### src/include/video_defines.svh
`ifndef VIDEO_DEFINES_SVH
`define VIDEO_DEFINES_SVH

// Pixel column and line counters
`define COORD_W 12

// Wishbone word address
`define WB_ADR_W 4

// Register map, word addresses
`define REG_CTRL      4'd0
`define REG_THRESH    4'd1
`define REG_BOX_X     4'd2
`define REG_BOX_Y     4'd3
`define REG_BOX_COLOR 4'd4

// Read only, writes are acked and dropped
`define REG_FRAMES    4'd5

`endif

### src/hw/video_pkg.sv
`include "video_defines.svh"

package video_pkg;

   typedef struct packed {
      logic [7:0] r;
      logic [7:0] g;
      logic [7:0] b;
   } rgb_t;

   // One pixel clock worth of video
   typedef struct packed {
      logic hs;
      logic vs;
      logic de;
      rgb_t rgb;
   } pix_t;

   typedef struct packed {
      logic                 cyc;
      logic                 stb;
      logic                 we;
      logic [`WB_ADR_W-1:0] adr;
      logic [31:0]          dat;
      logic [3:0]           sel;
   } wb_req_t;

   typedef struct packed {
      logic        ack;
      logic [31:0] dat;
   } wb_rsp_t;

   typedef struct packed {
      logic [2:0]          mode;
      logic                ovl_en;
      logic [7:0]          thresh;
      logic [`COORD_W-1:0] box_x0;
      logic [`COORD_W-1:0] box_x1;
      logic [`COORD_W-1:0] box_y0;
      logic [`COORD_W-1:0] box_y1;
      rgb_t                box_color;
   } vid_cfg_t;

endpackage

### src/hw/video_regs.sv
`timescale 1ns/1ps
`include "video_defines.svh"

module video_regs (
   input  logic                vin_clk,
   input  logic                reset_i,
   input  video_pkg::wb_req_t  wb_req_i,
   input  logic [31:0]         frames_i,
   output video_pkg::wb_rsp_t  wb_rsp_o,
   output video_pkg::vid_cfg_t cfg_o
);

   localparam int PAD_W = 16 - `COORD_W;

   video_pkg::vid_cfg_t cfg_q;
   logic                ack_q;
   logic [31:0]         rdat_q;
   logic                access;
   logic [31:0]         cur_word;
   logic [31:0]         byte_mask;
   logic [31:0]         new_word;

   // New cycle seen, not yet acked
   assign access = wb_req_i.cyc & wb_req_i.stb & ~ack_q;

   // Current contents of the addressed register
   always_comb begin
      case (wb_req_i.adr)
         `REG_CTRL:
            cur_word = {27'd0, cfg_q.ovl_en, 1'b0, cfg_q.mode};
         `REG_THRESH:
            cur_word = {24'd0, cfg_q.thresh};
         `REG_BOX_X:
            cur_word = {{PAD_W{1'b0}}, cfg_q.box_x1, {PAD_W{1'b0}}, cfg_q.box_x0};
         `REG_BOX_Y:
            cur_word = {{PAD_W{1'b0}}, cfg_q.box_y1, {PAD_W{1'b0}}, cfg_q.box_y0};
         `REG_BOX_COLOR:
            cur_word = {8'd0, cfg_q.box_color};
         `REG_FRAMES:
            cur_word = frames_i;
         default:
            cur_word = 32'd0;
      endcase
   end

   assign byte_mask = {{8{wb_req_i.sel[3]}}, {8{wb_req_i.sel[2]}},
                       {8{wb_req_i.sel[1]}}, {8{wb_req_i.sel[0]}}};

   // Merge selected bytes into the old value
   assign new_word = (cur_word & ~byte_mask) | (wb_req_i.dat & byte_mask);

   always_ff @(posedge vin_clk) begin
      if (reset_i) begin
         ack_q        <= 1'b0;
         cfg_q        <= '0;
         cfg_q.thresh <= 8'd128;
      end else begin
         ack_q <= access;
         if (access && wb_req_i.we) begin
            case (wb_req_i.adr)
               `REG_CTRL: begin
                  cfg_q.mode   <= new_word[2:0];
                  cfg_q.ovl_en <= new_word[4];
               end
               `REG_THRESH:
                  cfg_q.thresh <= new_word[7:0];
               `REG_BOX_X: begin
                  cfg_q.box_x0 <= new_word[`COORD_W-1:0];
                  cfg_q.box_x1 <= new_word[16+`COORD_W-1:16];
               end
               `REG_BOX_Y: begin
                  cfg_q.box_y0 <= new_word[`COORD_W-1:0];
                  cfg_q.box_y1 <= new_word[16+`COORD_W-1:16];
               end
               `REG_BOX_COLOR:
                  cfg_q.box_color <= new_word[23:0];
               default: ;
            endcase
         end
      end
   end

   // Read data lines up with ack
   always_ff @(posedge vin_clk) begin
      if (access) begin
         rdat_q <= cur_word;
      end
   end

   assign wb_rsp_o = '{ack: ack_q, dat: rdat_q};
   assign cfg_o    = cfg_q;

endmodule

### src/hw/raster_tracker.sv
`timescale 1ns/1ps
`include "video_defines.svh"

module raster_tracker (
   input  logic                vin_clk,
   input  logic                reset_i,
   input  video_pkg::pix_t     pix_i,
   output logic [`COORD_W-1:0] x_o,
   output logic [`COORD_W-1:0] y_o,
   output logic [31:0]         frames_o
);

   logic                de_q;
   logic                vs_q;
   logic [`COORD_W-1:0] col_q;
   logic [`COORD_W-1:0] line_q;
   logic [31:0]         frame_q;
   logic                de_fall;
   logic                vs_rise;

   assign de_fall = de_q & ~pix_i.de;
   assign vs_rise = pix_i.vs & ~vs_q;

   always_ff @(posedge vin_clk) begin
      if (reset_i) begin
         de_q    <= 1'b0;
         vs_q    <= 1'b0;
         col_q   <= '0;
         line_q  <= '0;
         frame_q <= 32'd0;
      end else begin
         de_q <= pix_i.de;
         vs_q <= pix_i.vs;
         if (pix_i.de) begin
            col_q <= col_q + 1'b1;
         end else if (de_fall) begin
            col_q <= '0;
         end
         // Frame start wins over end of line
         if (vs_rise) begin
            line_q <= '0;
         end else if (de_fall) begin
            line_q <= line_q + 1'b1;
         end
         if (vs_rise) begin
            frame_q <= frame_q + 32'd1;
         end
      end
   end

   // Counters already hold the position of the pixel on pix_i
   assign x_o      = col_q;
   assign y_o      = line_q;
   assign frames_o = frame_q;

endmodule

### src/hw/pixel_effect.sv
`timescale 1ns/1ps

module pixel_effect (
   input  logic                vin_clk,
   input  logic                reset_i,
   input  video_pkg::vid_cfg_t cfg_i,
   input  video_pkg::pix_t     pix_i,
   output video_pkg::pix_t     pix_o
);

   video_pkg::pix_t s1_pix;
   video_pkg::pix_t s2_pix;
   video_pkg::rgb_t fx_rgb;
   logic [7:0]      s1_luma;
   logic [9:0]      luma_sum;

   // r + 2g + b, fits in 10 bits
   assign luma_sum = {2'b00, pix_i.rgb.r}
                   + {1'b0, pix_i.rgb.g, 1'b0}
                   + {2'b00, pix_i.rgb.b};

   always_comb begin
      case (cfg_i.mode)
         3'd1: begin
            fx_rgb = ~s1_pix.rgb;
         end
         3'd2: begin
            fx_rgb.r = s1_luma;
            fx_rgb.g = s1_luma;
            fx_rgb.b = s1_luma;
         end
         3'd3: begin
            fx_rgb = (s1_luma >= cfg_i.thresh) ? 24'hffffff : 24'h000000;
         end
         3'd4: begin
            fx_rgb.r = s1_pix.rgb.g;
            fx_rgb.g = s1_pix.rgb.b;
            fx_rgb.b = s1_pix.rgb.r;
         end
         default: begin
            fx_rgb = s1_pix.rgb;
         end
      endcase
   end

   always_ff @(posedge vin_clk) begin
      // Stage 1, pixel and its luma
      s1_pix  <= pix_i;
      s1_luma <= luma_sum[9:2];
      // Stage 2, effect applied, syncs follow
      s2_pix.hs  <= s1_pix.hs;
      s2_pix.vs  <= s1_pix.vs;
      s2_pix.de  <= s1_pix.de;
      s2_pix.rgb <= fx_rgb;
      if (reset_i) begin
         s1_pix.hs <= 1'b0;
         s1_pix.vs <= 1'b0;
         s1_pix.de <= 1'b0;
         s2_pix.hs <= 1'b0;
         s2_pix.vs <= 1'b0;
         s2_pix.de <= 1'b0;
      end
   end

   assign pix_o = s2_pix;

endmodule

### src/hw/overlay_box.sv
`timescale 1ns/1ps
`include "video_defines.svh"

module overlay_box (
   input  logic                vin_clk,
   input  logic                reset_i,
   input  video_pkg::vid_cfg_t cfg_i,
   input  video_pkg::pix_t     pix_i,
   input  logic [`COORD_W-1:0] x_i,
   input  logic [`COORD_W-1:0] y_i,
   output video_pkg::pix_t     pix_o
);

   video_pkg::pix_t pix_q;
   logic            in_x;
   logic            in_y;
   logic            on_col;
   logic            on_row;
   logic            hit;

   assign in_x = (x_i >= cfg_i.box_x0) && (x_i <= cfg_i.box_x1);
   assign in_y = (y_i >= cfg_i.box_y0) && (y_i <= cfg_i.box_y1);

   // Left and right edges, then top and bottom
   assign on_col = ((x_i == cfg_i.box_x0) || (x_i == cfg_i.box_x1)) && in_y;
   assign on_row = ((y_i == cfg_i.box_y0) || (y_i == cfg_i.box_y1)) && in_x;

   assign hit = cfg_i.ovl_en & pix_i.de & (on_col | on_row);

   always_ff @(posedge vin_clk) begin
      pix_q <= pix_i;
      if (hit) begin
         pix_q.rgb <= cfg_i.box_color;
      end
      if (reset_i) begin
         pix_q.hs <= 1'b0;
         pix_q.vs <= 1'b0;
         pix_q.de <= 1'b0;
      end
   end

   assign pix_o = pix_q;

endmodule

### src/hw/video_top.sv
`timescale 1ns/1ps
`include "video_defines.svh"

module video_top (
   input  logic               vin_clk,
   input  logic               reset_i,
   input  video_pkg::pix_t    pix_i,
   input  video_pkg::wb_req_t wb_req_i,
   output video_pkg::pix_t    pix_o,
   output video_pkg::wb_rsp_t wb_rsp_o
);

   video_pkg::vid_cfg_t cfg;
   video_pkg::pix_t     fx_pix;
   logic [31:0]         frames;
   logic [`COORD_W-1:0] x;
   logic [`COORD_W-1:0] y;

   video_regs i_video_regs (
      .vin_clk  (vin_clk),
      .reset_i  (reset_i),
      .wb_req_i (wb_req_i),
      .frames_i (frames),
      .wb_rsp_o (wb_rsp_o),
      .cfg_o    (cfg)
   );

   // Two cycles
   pixel_effect i_pixel_effect (
      .vin_clk (vin_clk),
      .reset_i (reset_i),
      .cfg_i   (cfg),
      .pix_i   (pix_i),
      .pix_o   (fx_pix)
   );

   // Position of the pixel leaving the effect stage
   raster_tracker i_raster_tracker (
      .vin_clk  (vin_clk),
      .reset_i  (reset_i),
      .pix_i    (fx_pix),
      .x_o      (x),
      .y_o      (y),
      .frames_o (frames)
   );

   // One cycle
   overlay_box i_overlay_box (
      .vin_clk (vin_clk),
      .reset_i (reset_i),
      .cfg_i   (cfg),
      .pix_i   (fx_pix),
      .x_i     (x),
      .y_i     (y),
      .pix_o   (pix_o)
   );

endmodule

### config.mk
export PLATFORM = sky130hd
export DESIGN_NAME = video_top
export DESIGN_NICKNAME = d
export VERILOG_FILES = /design/src/hw/video_pkg.sv /design/src/hw/video_regs.sv /design/src/hw/raster_tracker.sv /design/src/hw/pixel_effect.sv /design/src/hw/overlay_box.sv /design/src/hw/video_top.sv
export VERILOG_INCLUDE_DIRS = /design/src /design/src/include
export SDC_FILE = /design/constraint.sdc
export NUM_CORES = 1
export LEC_CHECK = 0
export ABC_AREA = 1
export BUFFER_PORTS_ARGS = -buffer_cell sky130_fd_sc_hd__buf_2
export CAP_MARGIN = 10
export CELL_PAD_IN_SITES_DETAIL_PLACEMENT = 0
export CELL_PAD_IN_SITES_GLOBAL_PLACEMENT = 1
export CORE_ASPECT_RATIO = 1.1
export CORE_MARGIN = 10
export CORE_UTILIZATION = 31
export DETAILED_ROUTE_END_ITERATION = 8
export PLACE_DENSITY = 0.67
export SLEW_MARGIN = 20
export SYNTH_ARGS = -nofsm -noshare
export SYNTH_HDL_FRONTEND = slang
export SYNTH_SLANG_ARGS = --single-unit
### constraint.sdc
create_clock -name vin_clk -period 2.92 [get_ports vin_clk]
set_clock_uncertainty 0.1 [all_clocks]
set_input_delay 0.292 -clock vin_clk [delete_from_list [all_inputs] [get_ports vin_clk]]
set_output_delay 0.292 -clock vin_clk [all_outputs]
set_load 0.01 [all_outputs]
==> results.md, run 1 <==
* Setup WS post-layout at 0.500 ns
* Mapped cell area at 0.0126 mm^2
* Core area at 0.0402 mm^2
* Clock sink total at 262
* Max Freq at 413 MHz
* DR WL/cell at 18.2 um
* DP Cell Count at 2190
* Vias in the first global route at 11000
* Layout area overhead at 21.4%
* Seq/Total Area, Yosys at 44.2%
* Layout cells sized above 1 at 15.6%
* Number of buffers created by CTS at 29
* Hold Startpoint: wb_req_i[3]
* Slowest-stage cell, CP: fa_1
* Synth Flop Type: dfxtp_1
* Req. time, crit path at 3.33 ns
* Gpl congestion at 0.845
* Port bufs at 127
* TritonCTS clock tree: yes
* All-layer global routing usage at 16.8%
* Synthesis-stage register bit count at 262
* Ant diodes at 0
* Clk pin slew, worst setup/hold paths at 0.06 ns
* # setup viols final at 0
* Tcrit/Tclk final at 82.9%
* Yosys cell types at 52
* Fin nets at 1903
* Total grt overflow at 0
* Yosys top cell area share at 36.5%
* Root Driver: clkbuf_16
* Cell family with most CP delay: adder cells
* Post-Layout Cell Count at 2293
* I/O pin count at 132
* Ys Warns at 0
* Row count at 77
* Die Y at 231 um
* Grt met1 use at 19.3%
* CTS max path bufs at 3
* Vias at 11100
* Peak supply drop at 0.374 mV
* Detailed Routing Iterations Pass 1 at 5
* Worst path cell trace: dlygate4sd3_1 -> buf_2 -> fa_1 -> inv_1 -> fa_1 -> o21ai_0 -> nand2_1 -> nand2_1 -> a21oi_1 -> nor2_1 -> nor2_1 -> o21bai_1
* Max_cap viols at 0
* Initial Utilization at 31.4%
* Synth Instances at 1591
* Largest family of logic cells by synthesized area: simple AND/OR/NAND/NOR gates
* Post-synthesis adder-cell area fraction at 7.82%
* Fin area at 0.0153 mm^2
* Initial DRC Count at 597
* Worst setup path class: in2reg
* Top cell type by total area after synthesis: dfxtp_1
* Clock Latency Late Sink at 0.58 ns
* Synthesized net count at 1737
* Worst slew pin tran at 0.828 ns
* Filler Cell Count at 4114
* # resized after CTS at 0
* Hold crit path type: in2reg
* Slew margin rel. at 44.6%
* Final ANT Viol Nets at 0
* Cts hold-fix bufs at 49
* GR Util met2 at 30.6%
* Compound-Gate Fraction of Synth Area at 16.9%
* Setup Fix Bufs, Post-CTS at 0
* Critical path capture point type: flop
* Leak at 6.44 nW
* Post-synthesis mux area share at 1.03%
* Pre-CTS WS at 0.454 ns
* Post-DP HPWL at 32000 um
* Unrepaired setup endpoints after global routing: false
* Critical path launch point: pix_i[2]
* H-Tree Depth at 1
* Fraction of synthesized cell area in xor and xnor cells at 1.18%
* Final Max Slew Viols at 0
* Final hold vios at 0
* Die width at 212 um
* GRT met3 Usage at 2.40%
* Die Area at 0.0491 mm^2
* Placed cell areas at 0.0138 mm^2
* Final routed DRC violation total at 0
* Routed Wire Length at 41700 um
* First-pass GRT wire length at 64200 um
* Sum Neg Setup Slack at 0 ns
* Status: finished clean
* DR vias/cell at 4.82
* P per Cell Area at 560 mW/mm^2
* Largest stage delay, worst path at 0.56 ns
* Ys async rst share at 0%
* Initial antenna violation count at 0
* Critical Path Start Type: input port
* Largest net degree at the start of global routing at 49
* Largest cells by area after synthesis: dfxtp_1 37%, nand2_1 10%, edfxtp_1 7.6%
* Max FO, Critical Path at 2
* Final critical-path required period at 2.42 ns
* Busiest grt layer: met2
* Post-synth EDFFs at 32
* Crit path buf inv count at 3
* Reg2reg start: i_video_regs.cfg_o[71]
* Post-Synth Simple-Gate Area at 20.9%
* Avg Synthesized Cell Area at 7.92 um^2
* CP arrival at 2.83 ns
cell families (layout without fill, tap and decap cells):
family | after synthesis | in the layout
compound gates | 355 | 355
xor+xnor | 17 | 17
fa+ha+maj | 74 | 74
buf+inv | 249 | 438
flops | 262 | 262
mux | 13 | 13
simple gates | 621 | 621
metal layers:
layer / part of all wire [%] / vias up
met1: 41 / 5165
met5: 0 / -
met2: 51 / 224
met3: 3.8 / 68
li1: - / 5603
met4: 3.8 / 0
synth_stat cells, types with 7 or more instances:
library cell,number
a211oi_1,15
a211oi_2,14
a21oi_1,153
a21oi_2,10
buf_2,24
clkbuf_1,24
dfxtp_1,230
edfxtp_1,32
fa_1,8
ha_1,66
inv_1,170
inv_2,16
mux2i_1,13
nand2_1,339
nand3_1,64
nand4_1,13
nor2_1,150
nor3_1,23
o2111ai_2,7
o21ai_0,98
o21ai_1,24
xor2_1,13
area by class of cell:
type                    instances  area, um^2  area share (%)
multi-input cells            1080        6040            39.5
well taps                     513         642            4.20
repair buffers                194        1290            8.41
clock buffers                  42         896            5.86
clock inverters                12         155            1.01
inverters                     190         713            4.66
flip-flops and latches        262        5570            36.4
state kept, by name, indices dropped and copies added, names as in the netlist:
signal / flops
i_pixel_effect.s1_pix: 27
i_pixel_effect.pix_o: 27
i_raster_tracker.frames_o: 32
i_video_regs.cfg_o: 84
i_raster_tracker.y_o: 12
i_overlay_box.pix_o: 25
i_video_regs.ack_q: 1
i_raster_tracker.vs_q: 1
i_raster_tracker.de_q: 1
i_raster_tracker.x_o: 12
i_pixel_effect.s1_luma: 8
i_video_regs.rdat_q: 32
cell usage in the layout, fill, tap and decap left out, types with 14 or more instances in the layout:
cell type | synthesis | layout
a211oi_2 | 14 | 14
a21oi_1 | 153 | 153
buf_2 | 24 | 127
nor2_1 | 150 | 147
dfxtp_1 | 230 | 230
inv_1 | 170 | 169
a211oi_1 | 15 | 15
nand3_1 | 64 | 64
nand2_1 | 339 | 339
buf_4 | 6 | 16
nor3_1 | 23 | 23
clkbuf_16 | 0 | 30
ha_1 | 66 | 66
edfxtp_1 | 32 | 32
o21ai_0 | 98 | 98
dlygate4sd3_1 | 0 | 49
inv_2 | 16 | 17
o21ai_1 | 24 | 24
through the flow:
step	utilization, %	hold WS, ns	total power [mW]
after floorplan	-	0.220	4.33
after global placement	34.2	0.297	4.63
after detailed placement	34.2	0.303	4.64
after CTS	38.1	0.00165	8.67
after global routing	38.1	0.0294	8.90
final	38.1	0.0272	8.57
worst reg2reg max path: cells and delay by family (launching register included):
kind / cells / cell delay (ns)
and+or+nand+nor: 8 / 1.11
adders and majority gates: 1 / 0.33
DFF: 1 / 0.38
AOI/OAI and AO/OA: 1 / 0.21
buffers and inverters: 1 / 0.12
path summary, 6_finish.rpt:
check	endpoint	cells past startpoint	slack [ns]
worst min register to register	i_overlay_box.pix_o[8]	2	0.31
worst min-delay path	i_video_regs.cfg_o[32]	5	0.03
worst max-delay path	i_pixel_effect.s1_luma[7]	12	0.50
worst max register to register	i_overlay_box.pix_o[3]	11	0.56
report_power, final:
group	internal [mW]	leakage (nW)	switching [mW]	total, mW
combinational	0.290	3.73	0.421	0.711
clock	2.40	0.520	1.57	3.97
sequential	3.78	2.19	0.109	3.89
Note: power is estimated with default switching activity, not from simulation.
==> run 2, diff against run 1 <==
Clock period 2.92 ns to 2.2 ns, I/O delays scaled along.
==> run 2 against run 1 <==
  * Clock power is 28% higher
  * First-iteration DRC count is 4.4% higher
  * Worst hold slack improved by 0.0069 ns
  * Design area rose by 4.0%
  * Die area did not move
  * Total power up 32%
  * Non-clock buffer count grew 52
  * Highest routed layer unchanged
  * Setup slack got worse by 0.40 ns
  * Largest cell class unchanged
==> results.md, run 2 (synthesis gave the netlist of run 1 again) <==
* Clk pin slew, worst setup/hold paths at 0.06 ns (about the same)
* CP arrival at 2.49 ns (-0.34 ns)
* Row count at 77 (unchanged)
* P per Cell Area at 710 mW/mm^2 (+27%)
* Peak supply drop at 0.532 mV (+42%)
* Worst slew pin tran at 0.592 ns (-0.236 ns)
* Reg power frac at 45.7% (+0.3 points)
* Total grt overflow at 0 (unchanged)
* Internal power at 8.48 mW (+31%)
* Final critical-path required period at 2.10 ns
* Initial Utilization at 31.4% (unchanged)
* Clock Latency Late Sink at 0.57 ns (about the same)
* Final ANT Viol Nets at 0 (unchanged)
* Vias in the first global route at 11100 (+0.65%)
* Switching power total at 2.81 mW (+34%)
* Most frequent cells in the layout: 335 x nand2_1, 213 x dfxtp_1, 164 x inv_1
* TritonCTS clock tree: yes
* Layout area overhead at 26.3%
* Initial DRC Count at 623 (+4.4%)
* Core area at 0.0402 mm^2 (unchanged)
* Die Y at 231 um (unchanged)
* Critical path capture point type: flop
* Sum Neg Setup Slack at 0 ns (unchanged)
* Clock share of power at 45.0% (-1.3 points)
* Largest register FFs at 84 (unchanged)
* Unrepaired setup endpoints after global routing: true
* Number of buffers created by CTS at 29 (unchanged)
* Hold crit path type: in2reg
* # setup viols final at 0 (unchanged)
* Req. time, crit path at 2.59 ns (-0.74 ns)
* RR Endpoint: i_overlay_box.pix_o[17]
* First-pass GRT wire length at 63400 um (-1.3%)
* Largest net degree at the start of global routing at 58 (+18%)
* Slew margin rel. at 60.2% (+16 points)
* Reg2reg start: i_video_regs.cfg_o[43]
* Vias at 11300 (+1.8%)
* Max Freq at 476 MHz
* H-Tree Depth at 1 (unchanged)
* Commonest non-fill, non-tap cell in the layout: nand2_1
* Final Max Slew Viols at 0 (unchanged)
* Sw Share at 24.9% (+0.39 points)
* Die Area at 0.0491 mm^2 (unchanged)
* Post-DP HPWL at 32400 um (+1.2%)
* Detailed Routing Iterations Pass 1 at 5 (unchanged)
* Combinational Power Share at 9.3% (+1.0 points)
* CP endpoint: i_pixel_effect.s1_luma[7]
* Worst setup path class: in2reg
* Max FO, Critical Path at 2 (unchanged)
* Die width at 212 um (unchanged)
* Leak at 6.72 nW (+4.3%)
* Max_cap viols at 0 (unchanged)
* Layout cells sized above 1 at 19.7% (+4.0 points)
* Gpl congestion at 0.880 (+4.2%)
* Fin nets at 1955 (+2.7%)
* Clock sink total at 262 (unchanged)
* Routed Wire Length at 41800 um (+0.38%)
* R2R cell count at 14 (+3)
* End-of-flow core utilization at 39.6% (+1.5 points)
* Final routed DRC violation total at 0 (unchanged)
* WHS at 0.0341 ns (+0.00690 ns)
* Root Driver: clkbuf_16
* All-layer global routing usage at 16.6% (-0.22 points)
* Filler Cell Count at 4089 (-0.61%)
* Critical Path Start Type: input port
* CTS max path bufs at 3 (unchanged)
* I/O pin count at 132 (unchanged)
* Tcrit/Tclk final at 95.4%
* Slack of the worst reg-to-reg path at 0.15 ns (-0.41 ns)
* DR vias/cell at 4.80 (-0.52%)
* Final hold vios at 0 (unchanged)
* Port bufs at 127 (unchanged)
* Status: finished clean
* Initial antenna violation count at 1 (+1)
* DR WL/cell at 17.8 um (-1.9%)
* Critical path launch point: pix_i[18]
* Worst hold path depth at 4 (-1)
run 2: cell types whose count changed in the layout (fill, tap and decap cells not counted), moves of 6 or more:
| cell | previous run | this run |
|---|---|---|
| clkbuf_1 | 2 | 10 |
| ha_4 | 0 | 8 |
| dfxtp_1 | 230 | 213 |
| buf_4 | 16 | 54 |
| dlygate4sd3_1 | 49 | 58 |
| ha_1 | 66 | 58 |
| dfxtp_2 | 0 | 16 |
| nor2_1 | 147 | 141 |
| nor2_2 | 8 | 14 |
run 2: metal layers:
layer	share of wire (%)	global-route usage, %	vias up
met5	0	0	-
li1	-	-	5723
met1	43	19.8	5259
met4	2.6	4.89	0
met2	51	30.2	228
met3	3.5	2.20	47
run 2: power groups by stage:
stage	logic [mW]	clock network [mW]	registers, mW
final	1.06	5.08	5.16
after global routing	1.18	5.34	5.17
after CTS	1.02	5.19	5.16
after detailed placement	0.939	0	5.27
after global placement	0.925	0	5.27
after floorplan	0.523	0	5.22
run 2: cell type report:
cell class                      instances  area, um^2  share of cell area, %
Sequential cell                       262        5590                   35.1
Clock buffer                           46         882                   5.54
Inverter                              190         713                   4.48
Antenna cell                            1        2.50                 0.0157
Clock inverter                          8         111                  0.700
Multi-Input combinational cell       1080        6200                   39.0
Tap cell                              513         642                   4.03
Timing Repair Buffer                  246        1770                   11.1
run 2: worst min path at each step:
stage | slack [ns] | from | endpoint
global route | 0.04 | wb_req_i[7] | i_video_regs.cfg_o[3]
global placement | 0.25 | pix_i[0] | i_pixel_effect.s1_pix[0]
finish | 0.03 | reset_i | i_raster_tracker.y_o[2]
floorplan | 0.15 | pix_i[0] | i_pixel_effect.s1_pix[0]
CTS | 0.02 | wb_req_i[7] | i_video_regs.cfg_o[3]
detailed placement | 0.24 | pix_i[16] | i_pixel_effect.s1_pix[16]
run 2: worst max-delay path, stage by stage:
cell           delay (ns)
dlygate4sd3_1        0.53
buf_2                0.13
fa_1                 0.50
inv_1                0.07
fa_2                 0.40
o21ai_2              0.13
nand2_1              0.07
nand2_2              0.08
a21oi_4              0.06
nor2_1               0.12
nor2_1               0.05
o21bai_1             0.13
run 2: stage by stage:
| stage | worst slack (ns) | power, mW | instances | cell area (um^2) |
|---|---|---|---|---|
| after floorplan | -0.0608 | 5.75 | 1591 | 12600 |
| after global placement | -0.112 | 6.19 | 2232 | 14100 |
| after detailed placement | -0.111 | 6.21 | 2232 | 14100 |
| after CTS | 0.00349 | 11.4 | 2344 | 15700 |
| after global routing | -0.0119 | 11.7 | 2346 | 15900 |
| final | 0.101 | 11.3 | 2346 | 15900 |
run 2: what timing repair did:
action / CTS / global route
setup endpoints to repair: 4 / 28
hold endpoints to repair: 91 / 1
gates resized for setup: 1 / 56
hold buffers: 58 / 1
setup buffers: 0 / 1
pin swaps: 0 / 16
